--- config.mk ---
export PLATFORM = sky130hd
export DESIGN_NAME = frontEnd
export DESIGN_NICKNAME = d
export VERILOG_FILES = /design/src/logic/cpuPkg.sv /design/src/logic/fetchStage.sv /design/src/logic/instructionDecoder.sv /design/src/logic/operandStage.sv /design/src/logic/frontEnd.sv
export VERILOG_INCLUDE_DIRS = /design/src /design/src/logic
export SDC_FILE = /design/constraint.sdc
export NUM_CORES = 1
export LEC_CHECK = 0
export ABC_AREA = 1
export CAP_MARGIN = 40
export CORE_UTILIZATION = 45
export DETAILED_ROUTE_END_ITERATION = 10
export DONT_BUFFER_PORTS = 1
export GPL_TIMING_DRIVEN = 0
export PLACE_DENSITY = 0.59
export SETUP_SLACK_MARGIN = 0.5
export SYNTH_ARGS = -nofsm -noshare
export SYNTH_HDL_FRONTEND = slang
export SYNTH_SLANG_ARGS = --single-unit
--- constraint.sdc ---
create_clock -name clk -period 6.6 [get_ports clk]
set_clock_uncertainty 0.05 [all_clocks]
set_input_delay 0.99 -clock clk [delete_from_list [all_inputs] [get_ports clk]]
set_output_delay 0.99 -clock clk [all_outputs]
set_load 0.005 [all_outputs]
--- src/logic/frontEnd_settings.svh ---
`ifndef FRONTEND_SETTINGS_SVH
`define FRONTEND_SETTINGS_SVH

// byte address of the first fetch.
`define RESET_PC 32'h0000_0100

// instruction and data word.
`define WORD_WIDTH 32

// 16 architectural registers.
`define REG_INDEX_WIDTH 4

// wishbone byte address.
`define MEM_ADDR_WIDTH 32

`endif

--- src/logic/cpuPkg.sv ---
`include "frontEnd_settings.svh"

package cpuPkg;

        // bit 0 of every opcode selects the format, 1 for immediate.
        typedef enum logic [7:0] {
                OP_NOP_R = 8'h00,
                OP_ADD_R = 8'h02,
                OP_ADD_I = 8'h03,
                OP_ADC_R = 8'h04,
                OP_ADC_I = 8'h05,
                OP_SUB_R = 8'h06,
                OP_SUB_I = 8'h07,
                OP_SBB_R = 8'h08,
                OP_SBB_I = 8'h09,
                OP_AND_R = 8'h0a,
                OP_AND_I = 8'h0b,
                OP_OR_R  = 8'h0c,
                OP_OR_I  = 8'h0d,
                OP_XOR_R = 8'h0e,
                OP_XOR_I = 8'h0f,
                OP_CMP_R = 8'h10,
                OP_CMP_I = 8'h11,
                OP_SHL_R = 8'h12,
                OP_SHL_I = 8'h13,
                OP_SHR_R = 8'h14,
                OP_SHR_I = 8'h15,
                OP_SAR_R = 8'h16,
                OP_SAR_I = 8'h17,
                OP_ROL_R = 8'h18,
                OP_ROL_I = 8'h19,
                OP_NOT_R = 8'h1a
        } opcodes;

        // one-hot class, all zeros for an undefined opcode.
        typedef enum logic [25:0] {
                XXX   = 26'b0,
                ADC_I = 26'b1 << 0,
                ADC_R = 26'b1 << 1,
                ADD_I = 26'b1 << 2,
                ADD_R = 26'b1 << 3,
                AND_I = 26'b1 << 4,
                AND_R = 26'b1 << 5,
                CMP_I = 26'b1 << 6,
                CMP_R = 26'b1 << 7,
                NOP_R = 26'b1 << 8,
                NOT_R = 26'b1 << 9,
                OR_I  = 26'b1 << 10,
                OR_R  = 26'b1 << 11,
                ROL_I = 26'b1 << 12,
                ROL_R = 26'b1 << 13,
                SAR_I = 26'b1 << 14,
                SAR_R = 26'b1 << 15,
                SBB_I = 26'b1 << 16,
                SBB_R = 26'b1 << 17,
                SHL_I = 26'b1 << 18,
                SHL_R = 26'b1 << 19,
                SHR_I = 26'b1 << 20,
                SHR_R = 26'b1 << 21,
                SUB_I = 26'b1 << 22,
                SUB_R = 26'b1 << 23,
                XOR_I = 26'b1 << 24,
                XOR_R = 26'b1 << 25
        } instructions;

        // register form.
        typedef struct packed {
                opcodes                      opcode;
                logic [`REG_INDEX_WIDTH-1:0] rd;
                logic [`REG_INDEX_WIDTH-1:0] ra;
                logic [`REG_INDEX_WIDTH-1:0] rb;
                logic [`WORD_WIDTH-8-3*`REG_INDEX_WIDTH-1:0] reserved;
        } rFormWord;

        // immediate form, same opcode, rd and ra positions.
        typedef struct packed {
                opcodes                      opcode;
                logic [`REG_INDEX_WIDTH-1:0] rd;
                logic [`REG_INDEX_WIDTH-1:0] ra;
                logic [`WORD_WIDTH-8-2*`REG_INDEX_WIDTH-1:0] imm;
        } iFormWord;

        typedef union packed {
                rFormWord rForm;
                iFormWord iForm;
        } instructionWord;

endpackage

--- src/logic/fetchStage.sv ---
`timescale 1ns/1ps
`include "frontEnd_settings.svh"

module fetchStage (
        input  logic                       clk,
        input  logic                       reset,
        input  logic                       stall,
        input  logic                       wbAck,
        input  logic [`WORD_WIDTH-1:0]     wbDatIn,
        output logic                       wbCyc,
        output logic                       wbStb,
        output logic                       wbWe,
        output logic [`MEM_ADDR_WIDTH-1:0] wbAdr,
        output logic                       fetchValid,
        output cpuPkg::instructionWord     fetchWord
);

        typedef enum logic [1:0] {
                IDLE,
                REQUEST,
                WAIT_ACK
        } busState;

        busState                    state;
        logic [`MEM_ADDR_WIDTH-1:0] pc;
        logic                       bufferFree;
        logic                       ackTaken;

        // buffer is empty or drains on this edge.
        assign bufferFree = !fetchValid || !stall;
        assign ackTaken   = (state != IDLE) && wbAck;

        // classic cycle, cyc and stb together.
        assign wbCyc = (state != IDLE);
        assign wbStb = (state != IDLE);
        assign wbWe  = 1'b0;
        assign wbAdr = pc;

        always_ff @(posedge clk) begin
                if (reset) begin
                        state <= IDLE;
                        pc    <= `RESET_PC;
                end else begin
                        case (state)
                                IDLE: begin
                                        if (bufferFree)
                                                state <= REQUEST;
                                end
                                REQUEST: begin
                                        state <= wbAck ? IDLE : WAIT_ACK;
                                end
                                WAIT_ACK: begin
                                        if (wbAck)
                                                state <= IDLE;
                                end
                                default: state <= IDLE;
                        endcase
                        // no branches, so strictly sequential.
                        if (ackTaken)
                                pc <= pc + `MEM_ADDR_WIDTH'(4);
                end
        end

        always_ff @(posedge clk) begin
                if (reset)
                        fetchValid <= 1'b0;
                else if (ackTaken)
                        fetchValid <= 1'b1;
                else if (!stall)
                        fetchValid <= 1'b0;
        end

        always_ff @(posedge clk) begin
                if (ackTaken)
                        fetchWord <= wbDatIn;
        end

endmodule

--- src/logic/instructionDecoder.sv ---
`timescale 1ns/1ps

module instructionDecoder (
        input  logic                   clk,
        input  logic                   reset,
        input  logic                   stall,
        input  logic                   fetchValid,
        input  cpuPkg::instructionWord fetchWord,
        output logic                   decValid,
        output cpuPkg::instructions    decInstruction,
        output cpuPkg::instructionWord decWord
);

        cpuPkg::instructions instruction;

        // opcode sits in the same place in both forms.
        always_comb begin
                instruction = cpuPkg::XXX;

                case (fetchWord.rForm.opcode)
                        cpuPkg::OP_ADC_I: instruction = cpuPkg::ADC_I;
                        cpuPkg::OP_ADC_R: instruction = cpuPkg::ADC_R;
                        cpuPkg::OP_ADD_I: instruction = cpuPkg::ADD_I;
                        cpuPkg::OP_ADD_R: instruction = cpuPkg::ADD_R;
                        cpuPkg::OP_AND_I: instruction = cpuPkg::AND_I;
                        cpuPkg::OP_AND_R: instruction = cpuPkg::AND_R;
                        cpuPkg::OP_CMP_I: instruction = cpuPkg::CMP_I;
                        cpuPkg::OP_CMP_R: instruction = cpuPkg::CMP_R;
                        cpuPkg::OP_NOP_R: instruction = cpuPkg::NOP_R;
                        cpuPkg::OP_NOT_R: instruction = cpuPkg::NOT_R;
                        cpuPkg::OP_OR_I:  instruction = cpuPkg::OR_I;
                        cpuPkg::OP_OR_R:  instruction = cpuPkg::OR_R;
                        cpuPkg::OP_ROL_I: instruction = cpuPkg::ROL_I;
                        cpuPkg::OP_ROL_R: instruction = cpuPkg::ROL_R;
                        cpuPkg::OP_SAR_I: instruction = cpuPkg::SAR_I;
                        cpuPkg::OP_SAR_R: instruction = cpuPkg::SAR_R;
                        cpuPkg::OP_SBB_I: instruction = cpuPkg::SBB_I;
                        cpuPkg::OP_SBB_R: instruction = cpuPkg::SBB_R;
                        cpuPkg::OP_SHL_I: instruction = cpuPkg::SHL_I;
                        cpuPkg::OP_SHL_R: instruction = cpuPkg::SHL_R;
                        cpuPkg::OP_SHR_I: instruction = cpuPkg::SHR_I;
                        cpuPkg::OP_SHR_R: instruction = cpuPkg::SHR_R;
                        cpuPkg::OP_SUB_I: instruction = cpuPkg::SUB_I;
                        cpuPkg::OP_SUB_R: instruction = cpuPkg::SUB_R;
                        cpuPkg::OP_XOR_I: instruction = cpuPkg::XOR_I;
                        cpuPkg::OP_XOR_R: instruction = cpuPkg::XOR_R;
                        default:          instruction = cpuPkg::XXX;
                endcase
        end

        always_ff @(posedge clk) begin
                if (reset)
                        decValid <= 1'b0;
                else if (!stall)
                        decValid <= fetchValid;
        end

        // class and word move together.
        always_ff @(posedge clk) begin
                if (!stall) begin
                        decInstruction <= instruction;
                        decWord        <= fetchWord;
                end
        end

endmodule

--- src/logic/operandStage.sv ---
`timescale 1ns/1ps
`include "frontEnd_settings.svh"

module operandStage (
        input  logic                        clk,
        input  logic                        reset,
        input  logic                        stall,
        input  logic                        decValid,
        input  cpuPkg::instructions         decInstruction,
        input  cpuPkg::instructionWord      decWord,
        output logic                        outValid,
        output cpuPkg::instructions         outInstruction,
        output logic [`REG_INDEX_WIDTH-1:0] outRd,
        output logic [`REG_INDEX_WIDTH-1:0] outRa,
        output logic [`WORD_WIDTH-1:0]      outOperand,
        output logic                        outImmediate
);

        logic                  immForm;
        logic [`WORD_WIDTH-1:0] operand;

        assign immForm = decWord.rForm.opcode[0];

        // second operand through the matching view.
        always_comb begin
                if (immForm)
                        operand = `WORD_WIDTH'($signed(decWord.iForm.imm));
                else
                        operand = `WORD_WIDTH'(decWord.rForm.rb);
        end

        always_ff @(posedge clk) begin
                if (reset)
                        outValid <= 1'b0;
                else if (!stall)
                        outValid <= decValid;
        end

        always_ff @(posedge clk) begin
                if (!stall) begin
                        outInstruction <= decInstruction;
                        outRd          <= decWord.rForm.rd;
                        outRa          <= decWord.rForm.ra;
                        outOperand     <= operand;
                        outImmediate   <= immForm;
                end
        end

endmodule

--- src/logic/frontEnd.sv ---
`timescale 1ns/1ps
`include "frontEnd_settings.svh"

module frontEnd (
        input  logic                        clk,
        input  logic                        reset,
        input  logic                        stall,
        input  logic                        wbAck,
        input  logic [`WORD_WIDTH-1:0]      wbDatIn,
        output logic                        wbCyc,
        output logic                        wbStb,
        output logic                        wbWe,
        output logic [`MEM_ADDR_WIDTH-1:0]  wbAdr,
        output logic                        outValid,
        output cpuPkg::instructions         outInstruction,
        output logic [`REG_INDEX_WIDTH-1:0] outRd,
        output logic [`REG_INDEX_WIDTH-1:0] outRa,
        output logic [`WORD_WIDTH-1:0]      outOperand,
        output logic                        outImmediate
);

        logic                   fetchValid;
        cpuPkg::instructionWord fetchWord;
        logic                   decValid;
        cpuPkg::instructions    decInstruction;
        cpuPkg::instructionWord decWord;

        fetchStage i_fetchStage (
                .clk        (clk),
                .reset      (reset),
                .stall      (stall),
                .wbAck      (wbAck),
                .wbDatIn    (wbDatIn),
                .wbCyc      (wbCyc),
                .wbStb      (wbStb),
                .wbWe       (wbWe),
                .wbAdr      (wbAdr),
                .fetchValid (fetchValid),
                .fetchWord  (fetchWord)
        );

        instructionDecoder i_instructionDecoder (
                .clk            (clk),
                .reset          (reset),
                .stall          (stall),
                .fetchValid     (fetchValid),
                .fetchWord      (fetchWord),
                .decValid       (decValid),
                .decInstruction (decInstruction),
                .decWord        (decWord)
        );

        operandStage i_operandStage (
                .clk            (clk),
                .reset          (reset),
                .stall          (stall),
                .decValid       (decValid),
                .decInstruction (decInstruction),
                .decWord        (decWord),
                .outValid       (outValid),
                .outInstruction (outInstruction),
                .outRd          (outRd),
                .outRa          (outRa),
                .outOperand     (outOperand),
                .outImmediate   (outImmediate)
        );

endmodule

==> results of run 1 <==
==> state kept, by name, indices dropped and copies added (netlist names), 2 cells and up <==
signal                               flops
i_fetchStage.fetchWord                  32
i_fetchStage.state                       2
i_fetchStage.wbAdr                      30
i_instructionDecoder.decInstruction     26
i_instructionDecoder.decWord            25
i_operandStage.outInstruction           26
i_operandStage.outOperand               16
i_operandStage.outRa                     4
i_operandStage.outRd                     4
==> cell usage in the layout (no fill, tap or decap), drive strengths merged <==
master	synthesis	layout
edfxtp	134	134
clkinv	0	4
mux2	4	4
nand3	28	28
a31oi	1	1
o21ai	11	11
conb	1	3
bufinv	0	1
inv	63	67
ha	1	1
o21bai	1	1
clkinvlp	0	4
nor3b	1	1
a21oi	12	12
a211oi	1	1
clkbuf	3	22
buf	23	24
nand2	95	95
dfxtp	35	35
and2	1	1
nor2	104	104
nor3	4	4
nand4	10	10
==> metal layers <==
| layer | part of all wire (%) | vias to the layer above | GRT usage [%] |
|---|---|---|---|
| met5 | 0 | - | 0 |
| li1 | - | 1803 | - |
| met1 | 42 | 1700 | 19.8 |
| met3 | 6.3 | 15 | 5.62 |
| met2 | 50 | 105 | 26.2 |
| met4 | 1.9 | 0 | 7.48 |
==> power groups by stage <==
stage	Sequential (uW)	Clock, uW	Combinational, uW
final	1220	928	65.4
after detailed placement	1250	0	67.1
after global routing	1230	992	73.9
after CTS	1220	949	67.3
after global placement	1250	0	63.1
after floorplan	1240	0	50.3
==> final cells by class <==
| class | instances | area share [%] |
|---|---|---|
| clock inverters | 13 | 1.65 |
| flip-flops and latches | 169 | 64.9 |
| clock buffers | 19 | 5.95 |
| multi-input cells | 277 | 18.1 |
| inverters | 63 | 3.29 |
| repair buffers | 1 | 0.378 |
| well taps | 180 | 3.10 |
| plain buffers | 26 | 2.60 |
==> logic make-up (layout without fill, tap and decap cells) <==
family                     Yosys count  after routing  share of synthesized area [%]
AOI/OAI and AO/OA                   26             26                           2.11
adders and majority gates            1              1                          0.194
buffers and inverters               89            122                           6.59
DFF                                169            169                           73.1
muxes                                4              4                          0.697
other                                1              3                         0.0581
and+or+nand+nor                    243            243                           17.2
==> synth_stat cells (all sizes together) <==
cell type / n / area, um2
a211oi: 1 / 7.51
nor2: 104 / 480
buf: 23 / 178
ha: 1 / 12.5
nand2: 95 / 374
dfxtp: 35 / 701
nand4: 10 / 62.6
inv: 63 / 236
a21oi: 12 / 60.1
edfxtp: 134 / 4020
conb: 1 / 3.75
clkbuf: 3 / 11.3
nor3: 4 / 20.0
nor3b: 1 / 12.5
mux2: 4 / 45.0
o21bai: 1 / 7.51
and2: 1 / 6.26
a31oi: 1 / 6.26
nand3: 28 / 155
o21ai: 11 / 55.1
==> worst max-delay path by stage <==
stage / start / endpoint / slack (ns) / cells after the start
6_report: i_operandStage.outOperand[15]$_SDFFCE_PN0N_ / outOperand[23] / 4.31 / 1
4_1_cts: i_operandStage.outOperand[15]$_SDFFCE_PN0N_ / outOperand[23] / 4.27 / 1
3_3_place_gp: stall / i_operandStage.outInstruction[6]$_DFFE_PN_ / 2.43 / 1
3_5_place_dp: wbAck / i_fetchStage.wbAdr[30]$_SDFFE_PP0P_ / 4.20 / 9
2_1_floorplan: stall / i_instructionDecoder.decInstruction[0]$_SDFFCE_PP0N_ / 3.10 / 1
5_1_grt: i_operandStage.outOperand[15]$_SDFFCE_PN0N_ / outOperand[23] / 4.19 / 1
==> stage by stage <==
stage          cells  util (%)
2_1_floorplan    535         -
5_1_grt          748      52.2
3_3_place_gp     715      48.0
4_1_cts          748      52.2
6_report         748      52.2
3_5_place_dp     716      48.2
==> reports/qor.yml, run 1 <==
run_status:
  run_status: "finished, final reports clean"
final_layout:
  multi_input_comb_area_um2: 1320
  layout.area.seq_um2: 4720
  synthToLayoutAreaGrowth_pct: 12.6
  final_layout_size_suffix_gt1_share_pct: 15.3
  nNetsFinal: 592
  fillers: 1141
  antenna_cells: 0
  design_area_um2: 7270
yosys:
  syn_area_um2: 6460
  ys_types: 26
  seq_area_frac_synth_pct: 73.1
  ys_warn_count: 0
  synth_seq_cells: 169
  syn_inst: 533
  synth_area_per_cell_um2: 12.1
cts:
  cts_setup_buffers: 0
  htreeDepth: 4
  cts.sinks: 169
  cts_tree: "done"
  cts.repair.resized: 0
  numCtsBuffers: 17
  cts_hold_buf: 0
  path_clk_slew_ns: 0.06
  cts_root_buf: "clkbuf_16"
  cts_buffer_depth: 2
  clock_latency_ns: 0.42
critical_path:
  cp_data_required_time_ns: 5.56
  cp_data_arrival_time_ns: 1.25
  worst-path-buf-inv: 1
  startpoint_type: "register"
  worstPathMaxFanout: 17
  cp_cell_sequence: "buf_4"
  cp_slowest_cell: "edfxtp_1"
  crit_family: "flip-flops"
  r2r-start: "i_fetchStage.wbAdr[2]$_SDFFE_PP0P_"
  critPathKind: "reg2out"
  cp-end-kind: "output pin"
  rrSetupSlack_ns: 4.88
  slowest_delay_ns: 0.64
  rr_worst_depth: 9
  timing.rr.end: "i_fetchStage.wbAdr[30]$_SDFFE_PP0P_"
placement:
  hpwl_um: 7780
  pre_cts_slack_ns: 4.20
  gp_congestion: 0.848
  io_buffers: 0
  placed_area_um2: 6720
timing:
  max_freq_ghz: 0.437
  finalCriticalPeriod_ns: 2.29
  fin_tns_setup_ns: 0
  rsz0062_at_grt: "no"
  fin_crit_sh_pct: 34.7
  slew_violations: 0
  hold_viol_final: 0
  hold_ws_ns: 0.366
  worst_slack_ns: 4.31
  setup_viol: 0
min_path:
  holdPathEnd: "i_instructionDecoder.decWord[9]$_DFFE_PN_"
  holdPathStages: 0
  min_path_type: "reg2reg"
  min_from: "i_fetchStage.fetchWord[9]$_DFFE_PP_"
power_and_ir_drop:
  pwr_density_cell_nw_per_um2: 305
  max-vdd-ir-drop_uv: 166
  total_power_uw: 2220
  pwr-share-clk_pct: 41.9
  p_sw_share_pct: 21.3
  intPower_uw: 1740
  seq_power_share_pct: 55.1
  p_leak_uw: 0.00267
  p_sw_uw: 471
  pwr-share-comb_pct: 3.0
detailed_routing:
  dr.first_iter.drc_count: 288
  firstDrtPassIters: 4
  finalWirelength_um: 11300
  routedWlPerCell_um: 15.1
  ant_nets: 0
  viasPerCell: 4.84
  vias: 3623
  route.detailed.drc: 0
global_routing:
  grt_pass1_vias: 3497
  grt_max_degree: 76
  antenna_found_initial: 0
  grt_pass1_wl_um: 17900
  overflow: 0
  track_usage_pct: 16.3
floorplanning:
  ioPinCount: 139
  fp.coreArea_um2: 13900
  initial_core_util_pct: 46.4
  die_y_um: 122
  rows: 43
  fp.dieW_um: 122
  dieArea_um2: 14800
job:
  cap_violations: 0
Power figures use the tool's default switching activity.
==> run 2: changes to the inputs <==
- clock period: 6.6 -> 2.3 ns (I/O delays scaled with it)
==> run 2 against run 1 <==
  * Flip-flop and latch count stayed put
  * Power grew to 2.9 times the previous value
  * Global-route usage is 0.21 points higher
  * Utilization is 2.7 points higher
  * Count of clock-buffer cells in the layout is 1 lower
  * Register-to-register slack worse by 4.2 ns
  * Wire length is 3.3% higher
  * Worst hold slack worse by 0.33 ns
  * Critical path depth stayed put
==> reports/qor.yml, run 2 (synthesized netlist as in run 1, its figures left out) <==
final_layout:
  synthToLayoutAreaGrowth_pct: 18.4
  largest_reg_flops: 32
  nNetsFinal: 626
  stdcell_count: 782
  regMostFlops: "i_fetchStage.fetchWord"
  layout_commonest_cell: "edfxtp_1"
  fillers: 1147
  antenna_cells: 0
  design_area_um2: 7640
  final_layout_size_suffix_gt1_share_pct: 14.8
  layout_common_cells: "134 x edfxtp_1, 88 x nand2_1, 86 x nor2_1, 62 x inv_1, 34 x dfxtp_1"
timing:
  worst_slack_ns: 0.610
  rsz0062_at_grt: "yes"
  setup_viol: 0
  slew_violations: 0
  hold_viol_final: 0
  max_freq_ghz: 0.592
  finalCriticalPeriod_ns: 1.69
  fin_crit_sh_pct: 73.5
  tightestPinTransition_ns: 0.518
  fin_tns_setup_ns: 0
  slew-limit-headroom_pct: 65.5
critical_path:
  worstPathMaxFanout: 17
  timing.rr.end: "i_fetchStage.wbAdr[22]$_SDFFE_PP0P_"
  cp_cell_sequence: "buf_4"
  cp_slowest_cell: "edfxtp_1"
  crit_family: "flip-flops"
  rr_worst_depth: 7
  cp_data_required_time_ns: 1.90
  rrSetupSlack_ns: 0.65
  crit_cells: 1
  startpoint_type: "register"
  slowest_delay_ns: 0.67
  cp-end-kind: "output pin"
  r2r-start: "i_fetchStage.wbAdr[3]$_SDFFE_PP0P_"
  cp_data_arrival_time_ns: 1.30
  endpoint: "outOperand[24]"
  startpoint: "i_operandStage.outOperand[15]$_SDFFCE_PN0N_"
  critPathKind: "reg2out"
  worst-path-buf-inv: 1
floorplanning:
  die_y_um: 122
  initial_core_util_pct: 46.4
  dieArea_um2: 14800
  fp.dieW_um: 122
  rows: 43
  ioPinCount: 139
  fp.coreArea_um2: 13900
power_and_ir_drop:
  max-vdd-ir-drop_uv: 458
  pwr_density_cell_nw_per_um2: 852
  p_leak_uw: 0.00283
detailed_routing:
  vias: 3794
  viasPerCell: 4.85
  dr.first_iter.drc_count: 283
  firstDrtPassIters: 4
  route.detailed.drc: 0
  finalWirelength_um: 11700
  ant_nets: 0
  routedWlPerCell_um: 14.9
placement:
  dp_cells: 717
  pre_cts_slack_ns: 0.578
  gp_congestion: 0.897
  hpwl_um: 7930
  io_buffers: 0
  placed_area_um2: 6740
cts:
  cts.sinks: 169
  cts_buffer_depth: 2
  numCtsBuffers: 17
  path_clk_slew_ns: 0.06
  cts_tree: "done"
  clock_latency_ns: 0.42
  htreeDepth: 4
  cts_root_buf: "clkbuf_16"
global_routing:
  overflow: 0
  grt_max_degree: 42
  grt_pass1_vias: 3616
  antenna_found_initial: 0
  grt_pass1_wl_um: 18100
  track_usage_pct: 16.5
min_path:
  holdPathStages: 2
  min_from: "reset"
  min_path_type: "in2reg"
job:
  cap_violations: 0
run_status:
  run_status: "finished, final reports clean"
run 2: report_power, final:
| group | internal [uW] | switching (uW) | leakage (uW) |
|---|---|---|---|
| Clock | 1610 | 1160 | 0.000282 |
| Combinational | 101 | 141 | 0.000946 |
| Sequential | 3450 | 59.3 | 0.00160 |
run 2: final cells by class:
type	count	area, um2	area share [%]
inverters	63	240	3.14
well taps	180	225	2.95
multi-input cells	277	1320	17.2
flip-flops and latches	169	4730	61.8
repair buffers	35	370	4.84
clock inverters	14	145	1.90
plain buffers	26	193	2.52
clock buffers	18	429	5.61
run 2: stage by stage:
step           total power [uW]  hold WS (ns)  util (%)
6_report                   6510        0.0376      54.9
5_1_grt                    6720        0.0350      54.9
4_1_cts                    6580        0.0162      54.8
2_1_floorplan              3700         0.350         -
3_5_place_dp               3770         0.355      48.3
3_3_place_gp               3760         0.351      48.0
run 2: worst min-delay path by stage:
stage | endpoint
finish | i_fetchStage.wbAdr[25]$_SDFFE_PP0P_
global route | i_fetchStage.wbAdr[25]$_SDFFE_PP0P_
CTS | i_fetchStage.wbAdr[25]$_SDFFE_PP0P_
detailed placement | i_instructionDecoder.decWord[5]$_DFFE_PN_
global placement | i_instructionDecoder.decWord[22]$_DFFE_PN_
floorplan | i_instructionDecoder.decWord[0]$_DFFE_PN_
run 2: timing repair:
item	CTS	global route
buffers inserted	0	0
hold endpoints to repair	37	0
resized for setup	0	3
hold buffers	33	0
endpoints found under the setup margin	0	7
run 2: layer usage:
layer  vias to the layer above  GRT usage (%)  wire length [um]
li1                       1874              -                 -
met1                      1778           19.1              4910
met2                       118           27.0              5770
met3                        24           5.71               721
met4                         0           8.72               278
met5                         -              0                 0
